===== src/recF64_cfg.svh =====
//////////////////////////////
// Recoded double format widths and exponent constants.
//////////////////////////////
`ifndef RECF64_CFG_SVH
`define RECF64_CFG_SVH

`define RECF64_W        65      // Sign, exponent, fraction.
`define EXP_W           12
`define FRACT_W         52
`define SIG_W           53      // Fraction plus hidden bit.
`define PROD_W          106
`define SUM_W           162     // Aligned c, product and guard bits.
`define SEXP_W          14      // Signed working exponent.
`define ALIGN_MAX       161     // Alignment distance saturates here.
`define PROD_EXP_OFFSET 56

// Recoded exponent limits.
`define EXP_MIN_NORMAL  12'h402
`define EXP_OVERFLOW    12'hC00 // Also the infinity pattern.

// Exponent patterns for special results.
`define EXP_NAN         12'hE00
`define EXP_SAT         12'hBFF

`endif


===== src/recF64Pkg.sv =====
//////////////////////////////
// Shared types for the recoded FMA.
//////////////////////////////
`include "recF64_cfg.svh"

package recF64Pkg;

    // One recoded double.
    typedef logic [`RECF64_W-1:0] recF64_t;

    // Signed exponent used through the datapath.
    typedef logic signed [`SEXP_W-1:0] sExp_t;

    // {invalid, divByZero, overflow, underflow, inexact}.
    typedef logic [4:0] excFlags_t;

    typedef enum logic [1:0] {
        rmNearEven = 2'b00,
        rmMinMag   = 2'b01,
        rmMin      = 2'b10,
        rmMax      = 2'b11
    } roundMode_e;

    typedef enum logic {
        opMulAdd = 1'b0,
        opMulSub = 1'b1     // Subtracts c.
    } fmaOp_e;

endpackage


===== src/fmaSumNorm.sv =====
//////////////////////////////
// Sum, magnitude and exact normalization.
//////////////////////////////
`timescale 1ns/100ps
`include "recF64_cfg.svh"

module fmaSumNorm (
    input  logic [`PROD_W-1:0] s1Prod,
    input  logic [`SUM_W-1:0]  s1AlignedC,
    input  logic               s1DoSubMags,
    input  recF64Pkg::sExp_t   s1SExpSum,
    output logic [56:0]        normSig,
    output recF64Pkg::sExp_t   normSExp,
    output logic               sumNeg,
    output logic               sumZero
);
    import recF64Pkg::*;

    logic [`SUM_W:0] sumRaw;
    logic [`SUM_W:0] absSum;
    logic [`SUM_W:0] normFull;
    logic [7:0]      lzc;

    // Carry-in completes the twos complement of c.
    assign sumRaw = {s1DoSubMags, s1AlignedC}
                  + {{(`SUM_W-`PROD_W){1'b0}}, s1Prod, 1'b0}
                  + {{`SUM_W{1'b0}}, s1DoSubMags};

    // Top bit is a carry when adding, a sign when subtracting.
    assign sumNeg  = s1DoSubMags & sumRaw[`SUM_W];
    assign absSum  = sumNeg ? -sumRaw : sumRaw;
    assign sumZero = ~|absSum;

    //////////////////////////////
    // Leading-zero count.
    //////////////////////////////
    always_comb begin
        lzc = 8'd0;
        for (int i = 0; i <= `SUM_W; i++) begin
            if (absSum[i]) begin
                lzc = 8'(`SUM_W - i); // Highest set bit wins.
            end
        end
    end

    assign normFull = absSum << lzc;

    // 56 kept bits and a sticky bit.
    assign normSig = {normFull[`SUM_W:`SUM_W-55], |normFull[`SUM_W-56:0]};

    // Top bit lands at the hidden position of the result.
    assign normSExp = s1SExpSum - sExp_t'(lzc) + sExp_t'(1);

endmodule


===== config.mk =====
export PLATFORM = sky130hd
export DESIGN_NAME = fmaSumNorm
export DESIGN_NICKNAME = d
export VERILOG_FILES = /design/src/recF64Pkg.sv /design/src/fmaSumNorm.sv
export VERILOG_INCLUDE_DIRS = /design/src
export SDC_FILE = /design/constraint.sdc
export NUM_CORES = 2
export LEC_CHECK = 0
export BUFFER_PORTS_ARGS = -buffer_cell sky130_fd_sc_hd__buf_2
export CAP_MARGIN = 20
export CORE_AREA = 2 2 337 272
export DETAILED_ROUTE_END_ITERATION = 10
export DIE_AREA = 0 0 339 274
export SETUP_SLACK_MARGIN = 0.15
export SLEW_MARGIN = 20
export SYNTH_ARGS = -nofsm -noshare
export SYNTH_HDL_FRONTEND = slang
export SYNTH_SLANG_ARGS = --single-unit

===== constraint.sdc =====
create_clock -name vclk -period 43.5
set_input_delay 6.525 -clock vclk [all_inputs]
set_output_delay 6.525 -clock vclk [all_outputs]
set_load 0.1 [all_outputs]

==> results.txt <==
* GP Congestion: 1.024
- Area of the die: 92890 sq um
* Pin slew with the least headroom to its limit: 1182 ps
* Number of violations of the max-capacitance limit: 0
- The first TritonRoute pass finished after 7 iterations.
* Core footprint: 90050 sq um
* Upper clock frequency limit: roughly 34 MHz
- Class of the tightest hold or removal check: in2out
* Largest stage delay, worst path: a little over 900 ps
- Wire segments on met2 add up to 74930 um in the final route.
- The final layout contains a sequential cell count of 0.
- Wirelength, routed: 170700 um
* Worst slew slack as a fraction of its limit: 0.2045
- Tot Pwr: 1.112 mW
* Number of nets in the layout: 6052
- STA puts the critical path data required time at 36970 ps.
- Leaving out filler cells and counting taps, the final layout contains 6850.
- Worst-path fanout max: 108
- Counting instances, the worst hold path has a depth of 4.
- Including well taps, the total number of placed cells is 6848.
- Post-synthesis net count: 6024
* Die H: 274 um
- In this run the cell area of the synthesized design comes to 35600 sq um.
* Number of warnings printed during yosys synthesis: 0
- Initial core utilization: 0.3953
- Of the cells placed in the final design, the portion with a size suffix greater than 1 is 0.1237.
* Sink of the worst hold path: normSExp[13]
* Wire length of the first global-routing pass: 257900 um
* Crit-path leading delay family: compound AO/OA/AOI/OAI gates
- Minimum clock period after layout: 29290 ps
- In this run the top signal layer used is met5.
- Vias after detailed routing: 46820
* Largest net degree at the start of global routing: ~130
- Period Utilization, post-route: 0.6732
- Number of distinct standard cells referenced by the synthesized netlist: between 100 and 150
- The layout has 0 clock buffers.
- Cell with the largest stage delay on the worst path: sky130_fd_sc_hd__a2111oi_2
* Post-CTS resize count: 0
- Layout-stage area growth over the synthesis result: 6.256%
- Worst-case vdd ir drop: 0.00003317 V
- In the final routing, the length of wire on met1 measures 72650 um.
* Sequential area share after synthesis: 0
* Horizontal extent of the die: 339 um
* Clock share of power: 0
- Buffers placed on the I/O ports in this run total about 360.
- Setup repair bufs after CTS: 0
- Initial antenna violation count: 5
- After global routing the overflow that remains totals 0.
* Combined flip-flop and latch cell area: 0 sq um
* Worst Setup Start Kind: input pin
* Net Sw Frac: 0.7100
- GRT Total Usage: 0.3443
* Antenna Violating Nets Remaining: 0
- Number of max-slew violations in the final report: 0
- Sw power: 789.2 uW
- The critical path contains buffers and inverters numbering 8 combined.
* Combinational share of power: 1.000
* Total Negative Setup Slacks: 0 ps
- Via density per instance: 6.834
* Worst Min Path Start: s1SExpSum[13]
* Post-route core utilization: 0.4201
* Share of total power in sequential cells: 0
* Final Hold Fails: 0
- Synthesis produced a netlist whose cell count is roughly 5600.
- Once detailed placement completed, the half-perimeter wirelength came to ~140000 um.
- Dividing the detail-routed wire length by the instance count gives 24.93 um.
- Ports: 356
- Cell count along the critical path: 49
- Setup violations remaining at the end of the flow were counted as 0.
- Data arrival time of the critical path: 22760 ps
* Rows: 99
* Leakage Power: 14.60 nW
* Type of destination of the critical path: output port
* Count of hold-fix buffers inserted at cts: 0
* Via count of the first global-routing pass: 41390
- Number of DRC markers after the initial detailed-route iteration: between 6000 and 7000
* Average size of a mapped cell: about 6.3 sq um
- Internal power comes to between 300 and 400 uW.
- Setup repair after global routing left no endpoint under its margin.
- Startpoint-to-endpoint class of the critical path: in2out
- In this run the power density over the cells is 29.38 nW/um^2.
* Routed met3 length: 16780 um
- In the routed design, unresolved DRC markers number 0.
- Outcome: finished, final reports clean
[synth_stat cells, types with 21 or more instances]
cell type / n / area share
sky130_fd_sc_hd__inv_1: 119 / 0.013
sky130_fd_sc_hd__a2111oi_0: 21 / 0.0052
sky130_fd_sc_hd__a221oi_1: 28 / 0.0069
sky130_fd_sc_hd__a32oi_1: 24 / 0.0059
sky130_fd_sc_hd__nor3_1: 170 / 0.024
sky130_fd_sc_hd__a21o_1: 76 / 0.016
sky130_fd_sc_hd__mux4_2: 33 / 0.021
sky130_fd_sc_hd__o221ai_1: 40 / 0.0098
sky130_fd_sc_hd__clkbuf_1: 211 / 0.022
sky130_fd_sc_hd__or2_2: 33 / 0.0058
sky130_fd_sc_hd__a211oi_1: 90 / 0.019
sky130_fd_sc_hd__nor2_1: 566 / 0.060
sky130_fd_sc_hd__a31oi_1: 65 / 0.011
sky130_fd_sc_hd__buf_2: 109 / 0.015
sky130_fd_sc_hd__and2_1: 61 / 0.011
sky130_fd_sc_hd__ha_1: 129 / 0.045
sky130_fd_sc_hd__xor2_1: 122 / 0.030
sky130_fd_sc_hd__o22ai_1: 48 / 0.0084
sky130_fd_sc_hd__o21ai_0: 409 / 0.057
sky130_fd_sc_hd__o31ai_1: 68 / 0.014
sky130_fd_sc_hd__o211ai_1: 109 / 0.023
sky130_fd_sc_hd__a21oi_1: 524 / 0.074
sky130_fd_sc_hd__nand2_1: 643 / 0.068
sky130_fd_sc_hd__nor4_1: 64 / 0.011
sky130_fd_sc_hd__a211o_1: 32 / 0.0079
sky130_fd_sc_hd__or4_1: 26 / 0.0055
sky130_fd_sc_hd__or3_1: 57 / 0.010
sky130_fd_sc_hd__a22oi_1: 35 / 0.0074
sky130_fd_sc_hd__nand3_1: 202 / 0.028
sky130_fd_sc_hd__xnor2_1: 192 / 0.047
sky130_fd_sc_hd__a311oi_1: 25 / 0.0062
sky130_fd_sc_hd__o21a_1: 51 / 0.011
sky130_fd_sc_hd__nand4_1: 112 / 0.020
sky130_fd_sc_hd__o2111ai_1: 31 / 0.0076
sky130_fd_sc_hd__o41ai_1: 38 / 0.0093
sky130_fd_sc_hd__o21bai_1: 29 / 0.0061
sky130_fd_sc_hd__nand2b_1: 39 / 0.0069
sky130_fd_sc_hd__mux2_2: 68 / 0.022
sky130_fd_sc_hd__mux2i_1: 276 / 0.078
sky130_fd_sc_hd__buf_1: 59 / 0.0062
sky130_fd_sc_hd__and3_1: 85 / 0.015
[power by group through the flow]
| stage | Combinational (mW) | Clock, mW | Sequential (mW) |
|---|---|---|---|
| global route | 1.17 | 0.00000000616 | 0 |
| global placement | 1.07 | 0 | 0 |
| detailed placement | 1.07 | 0 | 0 |
| finish | 1.11 | 0.00000000617 | 0 |
| CTS | 1.07 | 0 | 0 |
| floorplan | 0.760 | 0 | 0 |
[per-stage QoR]
| stage | worst slack, ps | area (sq um) | hold slack [ps] |
|---|---|---|---|
| global placement | 14990 | 37810 | 13610 |
| finish | 14210 | 37830 | 13610 |
| floorplan | 17380 | 35600 | 13580 |
| CTS | 14840 | 37820 | 13610 |
| global route | 13600 | 37830 | 13640 |
| detailed placement | 14910 | 37820 | 13600 |
[logic make-up after synthesis]
kind of cell / after synthesis / synth area share
xor gates and xnor gates: 315 / 0.07770
adders and majority gates: 131 / 0.04646
and+or+nand+nor: 2214 / 0.3030
AOI/OAI and AO/OA: 2041 / 0.3889
buffers and inverters: 532 / 0.06393
muxes: 377 / 0.1200
[worst max-delay path by stage]
| stage | start | end | slack [ps] |
|---|---|---|---|
| 6_report | s1AlignedC[36] | normSig[0] | 14210 |
| 2_1_floorplan | s1AlignedC[0] | normSExp[13] | 17380 |
| 3_5_place_dp | s1Prod[35] | normSig[0] | 14910 |
| 3_3_place_gp | s1Prod[35] | normSig[0] | 14990 |
| 5_1_grt | s1AlignedC[36] | normSig[0] | 13600 |
| 4_1_cts | s1Prod[35] | normSig[0] | 14840 |
[placed cells by master, fill, tap and decap left out, drive strengths merged, types with 66 or more instances in the layout]
cell,count
xor2,122
mux2,68
nor2,568
nor4,71
nand3,203
and3,85
buf,433
ha,129
nand2,644
o31ai,71
a31oi,66
xnor2,193
nand4,113
o21ai,431
a21oi,530
a21o,76
o211ai,109
nor3,176
mux2i,276
inv,123
a211oi,99
[cell type report]
class | instances | area (sq um)
inverters | 125 | 490.5
well taps | 1212 | 1516
repair buffers | 433 | 2385
diodes | 2 | 5.005
fillers | 9884 | 52220
multi-input cells | 5078 | 33430
[worst min-delay path, cell delays in order]
cell	delay, ps
sky130_fd_sc_hd__buf_2	90
sky130_fd_sc_hd__xnor2_1	70
sky130_fd_sc_hd__xnor2_1	120
sky130_fd_sc_hd__buf_2	290
[layer usage]
metal	track usage	up-vias
met3	0.04527	399
met5	0	-
met1	0.4757	22110
met4	0.1018	4
met2	0.5554	2744
li1	-	21560
Power figures use the tool's default switching activity.
