File: src/recF64_cfg.svh
//////////////////////////////
// Recoded double format widths and exponent constants.
//////////////////////////////
`ifndef RECF64_CFG_SVH
`define RECF64_CFG_SVH

`define RECF64_W        65      // Sign, exponent, fraction.
`define EXP_W           12
`define FRACT_W         52
`define SIG_W           53      // Fraction plus hidden bit.
`define PROD_W          106
`define SUM_W           162     // Aligned c, product and guard bits.
`define SEXP_W          14      // Signed working exponent.
`define ALIGN_MAX       161     // Alignment distance saturates here.
`define PROD_EXP_OFFSET 56

// Recoded exponent limits.
`define EXP_MIN_NORMAL  12'h402
`define EXP_OVERFLOW    12'hC00 // Also the infinity pattern.

// Exponent patterns for special results.
`define EXP_NAN         12'hE00
`define EXP_SAT         12'hBFF

`endif

File: src/recF64Pkg.sv
//////////////////////////////
// Shared types for the recoded FMA.
//////////////////////////////
`include "recF64_cfg.svh"

package recF64Pkg;

    // One recoded double.
    typedef logic [`RECF64_W-1:0] recF64_t;

    // Signed exponent used through the datapath.
    typedef logic signed [`SEXP_W-1:0] sExp_t;

    // {invalid, divByZero, overflow, underflow, inexact}.
    typedef logic [4:0] excFlags_t;

    typedef enum logic [1:0] {
        rmNearEven = 2'b00,
        rmMinMag   = 2'b01,
        rmMin      = 2'b10,
        rmMax      = 2'b11
    } roundMode_e;

    typedef enum logic {
        opMulAdd = 1'b0,
        opMulSub = 1'b1     // Subtracts c.
    } fmaOp_e;

endpackage

File: src/fmaRoundPack.sv
//////////////////////////////
// Rounding, special cases, flags and output register.
//////////////////////////////
`timescale 1ns/100ps
`include "recF64_cfg.svh"

module fmaRoundPack (
    input  logic                   clock,
    input  logic                   rstN,
    input  logic                   s1Val,
    input  recF64Pkg::roundMode_e  s1RoundingMode,
    input  logic                   s1SignProd,
    input  logic                   s1OpSignC,
    input  logic                   s1DoSubMags,
    input  logic                   isZeroA, isZeroB, isZeroC,
    input  logic                   isInfA, isInfB, isInfC,
    input  logic                   isNaNA, isNaNB, isNaNC,
    input  logic                   isSigNaNA, isSigNaNB, isSigNaNC,
    input  logic [56:0]            normSig,
    input  recF64Pkg::sExp_t       normSExp,
    input  logic                   sumNeg,
    input  logic                   sumZero,
    output logic                   outVal,
    output recF64Pkg::recF64_t     out,
    output recF64Pkg::excFlags_t   exceptionFlags
);
    import recF64Pkg::*;

    logic                signY, roundBit, stickyBit, anyRound, roundUp;
    logic [`SIG_W-1:0]   sig53;
    logic [`SIG_W:0]     sigRounded;
    sExp_t               sExpY;
    logic [`FRACT_W-1:0] fractY;
    logic                overflowY, tinyY, roundMagUp;
    logic                anyNaN, anyInf, infProd, invalid, zeroOut, zeroSign, infSign;
    recF64_t             outNext;
    excFlags_t           flagsNext;

    assign signY     = s1SignProd ^ sumNeg;
    assign sig53     = normSig[56:4];
    assign roundBit  = normSig[3];
    assign stickyBit = |normSig[2:0];
    assign anyRound  = roundBit | stickyBit;

    always_comb begin
        case (s1RoundingMode)
            rmNearEven: roundUp = roundBit & (stickyBit | sig53[0]);
            rmMin:      roundUp = signY & anyRound;
            rmMax:      roundUp = ~signY & anyRound;
            default:    roundUp = 1'b0; // Truncate.
        endcase
    end

    assign sigRounded = {1'b0, sig53} + {{`SIG_W{1'b0}}, roundUp};
    assign sExpY      = normSExp + sExp_t'(sigRounded[`SIG_W]); // Carry-out.
    assign fractY     = sigRounded[`FRACT_W-1:0];

    assign overflowY  = (sExpY >= sExp_t'(`EXP_OVERFLOW));
    assign tinyY      = (sExpY < sExp_t'(`EXP_MIN_NORMAL));
    assign roundMagUp = (s1RoundingMode == rmNearEven)
                      | ((s1RoundingMode == rmMin) & signY)
                      | ((s1RoundingMode == rmMax) & ~signY);

    //////////////////////////////
    // Special inputs.
    //////////////////////////////
    assign infProd = isInfA | isInfB;
    assign anyNaN  = isNaNA | isNaNB | isNaNC;
    assign anyInf  = infProd | isInfC;
    assign invalid = isSigNaNA | isSigNaNB | isSigNaNC
                   | (isInfA & isZeroB) | (isZeroA & isInfB)
                   | (~isNaNA & ~isNaNB & infProd & isInfC & s1DoSubMags);
    assign infSign = infProd ? s1SignProd : s1OpSignC;

    assign zeroOut  = sumZero | ((isZeroA | isZeroB) & isZeroC);
    assign zeroSign = s1DoSubMags ? (s1RoundingMode == rmMin) : s1SignProd;

    always_comb begin
        if (anyNaN | invalid) begin
            outNext   = {1'b0, `EXP_NAN, {`FRACT_W{1'b1}}};
            flagsNext = {invalid, 4'b0000};
        end else if (anyInf) begin
            outNext   = {infSign, `EXP_OVERFLOW, {`FRACT_W{1'b0}}};
            flagsNext = 5'b00000;
        end else if (zeroOut) begin
            outNext   = {zeroSign, {`EXP_W{1'b0}}, {`FRACT_W{1'b0}}};
            flagsNext = 5'b00000;
        end else if (overflowY) begin
            outNext   = roundMagUp ? {signY, `EXP_OVERFLOW, {`FRACT_W{1'b0}}}
                                   : {signY, `EXP_SAT, {`FRACT_W{1'b1}}};
            flagsNext = 5'b00101;
        end else if (tinyY) begin
            outNext   = {signY, {`EXP_W{1'b0}}, {`FRACT_W{1'b0}}}; // Flush.
            flagsNext = 5'b00011;
        end else begin
            outNext   = {signY, sExpY[`EXP_W-1:0], fractY};
            flagsNext = {4'b0000, anyRound};
        end
    end

    //////////////////////////////
    // Output register.
    //////////////////////////////
    always_ff @(posedge clock) begin
        if (!rstN) begin
            outVal         <= 1'b0;
            out            <= '0;
            exceptionFlags <= '0;
        end else begin
            outVal <= s1Val;
            if (s1Val) begin
                out            <= outNext;
                exceptionFlags <= flagsNext;
            end
        end
    end

endmodule

File: config.mk
export PLATFORM = sky130hd
export DESIGN_NAME = fmaRoundPack
export DESIGN_NICKNAME = d
export VERILOG_FILES = /design/src/recF64Pkg.sv /design/src/fmaRoundPack.sv
export VERILOG_INCLUDE_DIRS = /design/src
export SDC_FILE = /design/constraint.sdc
export NUM_CORES = 1
export LEC_CHECK = 0
export BUFFER_PORTS_ARGS = -buffer_cell sky130_fd_sc_hd__buf_2
export CELL_PAD_IN_SITES_DETAIL_PLACEMENT = 1
export CELL_PAD_IN_SITES_GLOBAL_PLACEMENT = 2
export CORE_MARGIN = 1.5
export CORE_UTILIZATION = 29
export DETAILED_ROUTE_END_ITERATION = 7
export PLACE_DENSITY_LB_ADDON = 0.1
export SYNTH_ARGS = -nofsm -noshare
export SYNTH_HDL_FRONTEND = slang
export SYNTH_SLANG_ARGS = --single-unit
File: constraint.sdc
create_clock -name clock -period 9.4 [get_ports clock]
set_input_delay 1.88 -clock clock [delete_from_list [all_inputs] [get_ports clock]]
set_output_delay 1.88 -clock clock [all_outputs]
set_load 0.01 [all_outputs]
==> results.md <==
* First-pass DRT Iterations at 4
* Routability Congestion at 0.792
* Rel. slew slack at 25.3%
* TritonCTS clock tree: yes
* CP Max Fanout at 37
* Post-Syn Area at 0.00420 sq mm
* Nets at 780
* Final WS setup at 1.54 ns
* Slew @ Worst Pin at 1.12 ns
* # diodes at 0
* Hold_sp: out[59]$_SDFFE_PN0P_
* Final Power at 0.000832 W
* Gr ovfl total at 0
* Setup TNS at 0 ns
* Req. time, crit path at 9.58 ns
* Crit share post-route at 83.6%
* Final WL at 14.8 mm
* Sequential cell area at 0.00140 sq mm
* H-tree levels at 3
* # rows at 43
* Vias in the first global route at 4462
* Total global-route track usage at 19.7%
* Setup Fix Bufs, Post-CTS at 0
* DR vias/cell at 5.23
* Die area at 0.0152 sq mm
* Port bufs at 162
* Via Count at 4535
* R2R depth at 3
* Average size of a mapped cell at 7.78 sq um
* DP HPWL at 11.2 mm
* Global-route wire length before repair at 23.2 mm
* CTS Buffer Depth at 2
* Crit. End Element: flip-flop
* Peak supply drop at 77.8 uV
* Chip height at 123 microns
* EDFF count, synth at 0
* Clock-pin slew on the worst setup and hold paths at 0.06 ns
* Initial core utilization at 30.0%
* Multi-input logic area at 0.00256 sq mm
* Worst Setup EP: out[46]$_SDFFE_PN0P_
* Core footprint at 0.0140 sq mm
* Post-synthesis sequential area ratio at 33.4%
* Pleak at 2.37 nW
* Critical path launch point: sumNeg
* Worst EP arrival at 8.04 ns
* Num CTS Buffers at 9
* Status: complete, no violations
* Worst slack at placement at 1.11 ns
* Hold Crit Class: reg -> reg
* Top-count cell post-synth: nor2_1
* Proportion of layout cells with a drive suffix above 1 at 28.1%
* Cells along the critical path: buf_2 > xnor2_1 > ha_1 > o32ai_1 > ha_1 > nand3_2 > or4_4 > or4_4 > nor4_4 > and3_1 > ha_1 > ha_1 > nand2_1 > or3_1 > and4_1 > a211oi_1 > o21ai_2 > a22oi_4 > nor3_1
* Slowest cell on crit path: a22oi_4
* Slew Limit Fails at 0
* CP Launch Type: input pin
* Critical path class: in -> reg
* # IOs at 164
* Achievable Freq at 127 MHz
* Post-synth ARST share at 0%
* Synth Warn # at 0
* Routed len/inst at 17.1 microns
* Post-Synthesis Cells at 540
* Area growth syn-to-layout at 28.2%
* Syn Nets at 638
* RR Startpoint: out[64]$_SDFFE_PN0P_
* Layout Skew at 0 ns
* Antenna Violating Nets Remaining at 0
* Unrepaired setup endpoints after global routing: no
* Post-CTS sizing at 0
* Commonest cells in the synthesized netlist: nor2_1, dfxtp_1, nor3_1, o22ai_1, xor2_1
* Chip Width at 123 microns
* Number of hold violations in the final report at 0
* Pin count of the biggest net entering global routing at 61
* Most area-consuming cells after synthesis: dfxtp_1, xor2_1, nor2_1
* Reg2reg end: out[64]$_SDFFE_PN0P_
* Crit path top cell by count: ha_1
* Ys flop type: dfxtp_1
* Initial antenna violation count at 0
* Hold Path Depth at 2
* First-iteration detailed-routing DRC count at 178
* DRC errors left at 0
* Number of clock sinks at 70
* Cell taking the most area after synthesis: dfxtp_1
* Post-layout min period at 7.86 ns
* Fillers at 1751
* # setup viols final at 0
* Flop-to-flop setup slack at 8.69 ns
* Top cell type's share of synthesized area at 33.4%
* Peak per-stage delay on the critical path at 0.93 ns
* Yosys reg bits at 70
* Max-Cap Viols at 0
* Worst-skew pair later-pin latency at 0.34 ns
* Clock root cell: clkbuf_16
* Cts hold-fix bufs at 0
* Pwr/cell area at 154 mW/mm^2
* Post-synthesis cell type count at 62
## sequential cells by signal, summed over array words and instances, names as in the netlist
register        cells
out                65
exceptionFlags      4
outVal              1
## metal layers
layer | track usage (%) | vias up | routed length, microns
li1 | - | 2223 | -
met1 | 24.9 | 2187 | 6730
met2 | 33.3 | 113 | 7010
met3 | 4.89 | 12 | 901
met4 | 5.39 | 0 | 138
met5 | 0 | - | 0
## cells in the final DEF, fill, tap and decap left out, drive strengths merged, types with 2 or more instances in the layout
cell	n
clkbuf	12
nand3	29
or3	8
a22oi	3
o211ai	2
a21oi	28
nor4	13
nand2	27
o21ai	19
nor2	76
a2111oi	2
and2	6
or2	4
o32ai	3
a211oi	2
nand2b	3
o31a	2
and4	5
o31ai	2
or4	5
nand3b	2
xor2	35
nor3	37
a21boi	2
o22ai	36
buf	164
xnor2	24
and3	8
clkinv	2
inv	16
a31oi	3
nand4	17
dfxtp	70
bufinv	2
ha	5
nor2b	2
## critical path: cells and delay by family
family | cells | cell delay (ns)
and+or+nand+nor | 9 | 2.81
AOI/OAI and AO/OA | 4 | 1.94
adders and majority gates | 4 | 1.03
xor gates and xnor gates | 1 | 0.23
buffers and inverters | 1 | 0.12
## layout make-up
cell class                 count  area share [%]
multi-input combinational    421            47.5
sequential                    70            26.0
timing repair buffer         164            15.3
clock buffer                  12            4.58
tap                          180            4.18
clock inverter                 4            1.30
inverter                      16            1.11
## report_power, final
| part | switching [W] | internal [W] | leakage [nW] |
|---|---|---|---|
| registers | 0.0000104 | 0.000316 | 0.583 |
| clock network | 0.000135 | 0.000239 | 0.157 |
| logic | 0.0000768 | 0.0000552 | 1.63 |
## cell families (layout without fill, tap and decap cells)
logic type | after synthesis | in the layout | synth area share (%)
xor+xnor | 59 | 59 | 12.3
buf+inv | 49 | 196 | 5.84
simple gates | 246 | 246 | 30.4
compound gates | 109 | 109 | 16.3
other cells | 1 | 1 | 0.0893
mux | 1 | 1 | 0.238
fa+ha+maj | 5 | 5 | 1.49
flops | 70 | 70 | 33.4
## worst min-delay path by stage
| stage | endpoint | slack, ns |
|---|---|---|
| floorplan | exceptionFlags[1]$_SDFFE_PN0P_ | 0.48 |
| global placement | exceptionFlags[1]$_SDFFE_PN0P_ | 0.43 |
| detailed placement | exceptionFlags[1]$_SDFFE_PN0P_ | 0.45 |
| CTS | exceptionFlags[1]$_SDFFE_PN0P_ | 0.47 |
| global route | out[60]$_SDFFE_PN0P_ | 0.49 |
| finish | out[59]$_SDFFE_PN0P_ | 0.47 |
## stage by stage
step | area [sq um] | util [%] | hold WS, ns | std cells
floorplan | 4200 | - | 0.478 | 540
global placement | 5070 | 36.2 | 0.433 | 851
detailed placement | 5070 | 36.2 | 0.453 | 851
CTS | 5390 | 38.5 | 0.469 | 867
global route | 5390 | 38.5 | 0.486 | 867
finish | 5390 | 38.5 | 0.469 | 867
Power figures use the tool's default switching activity.
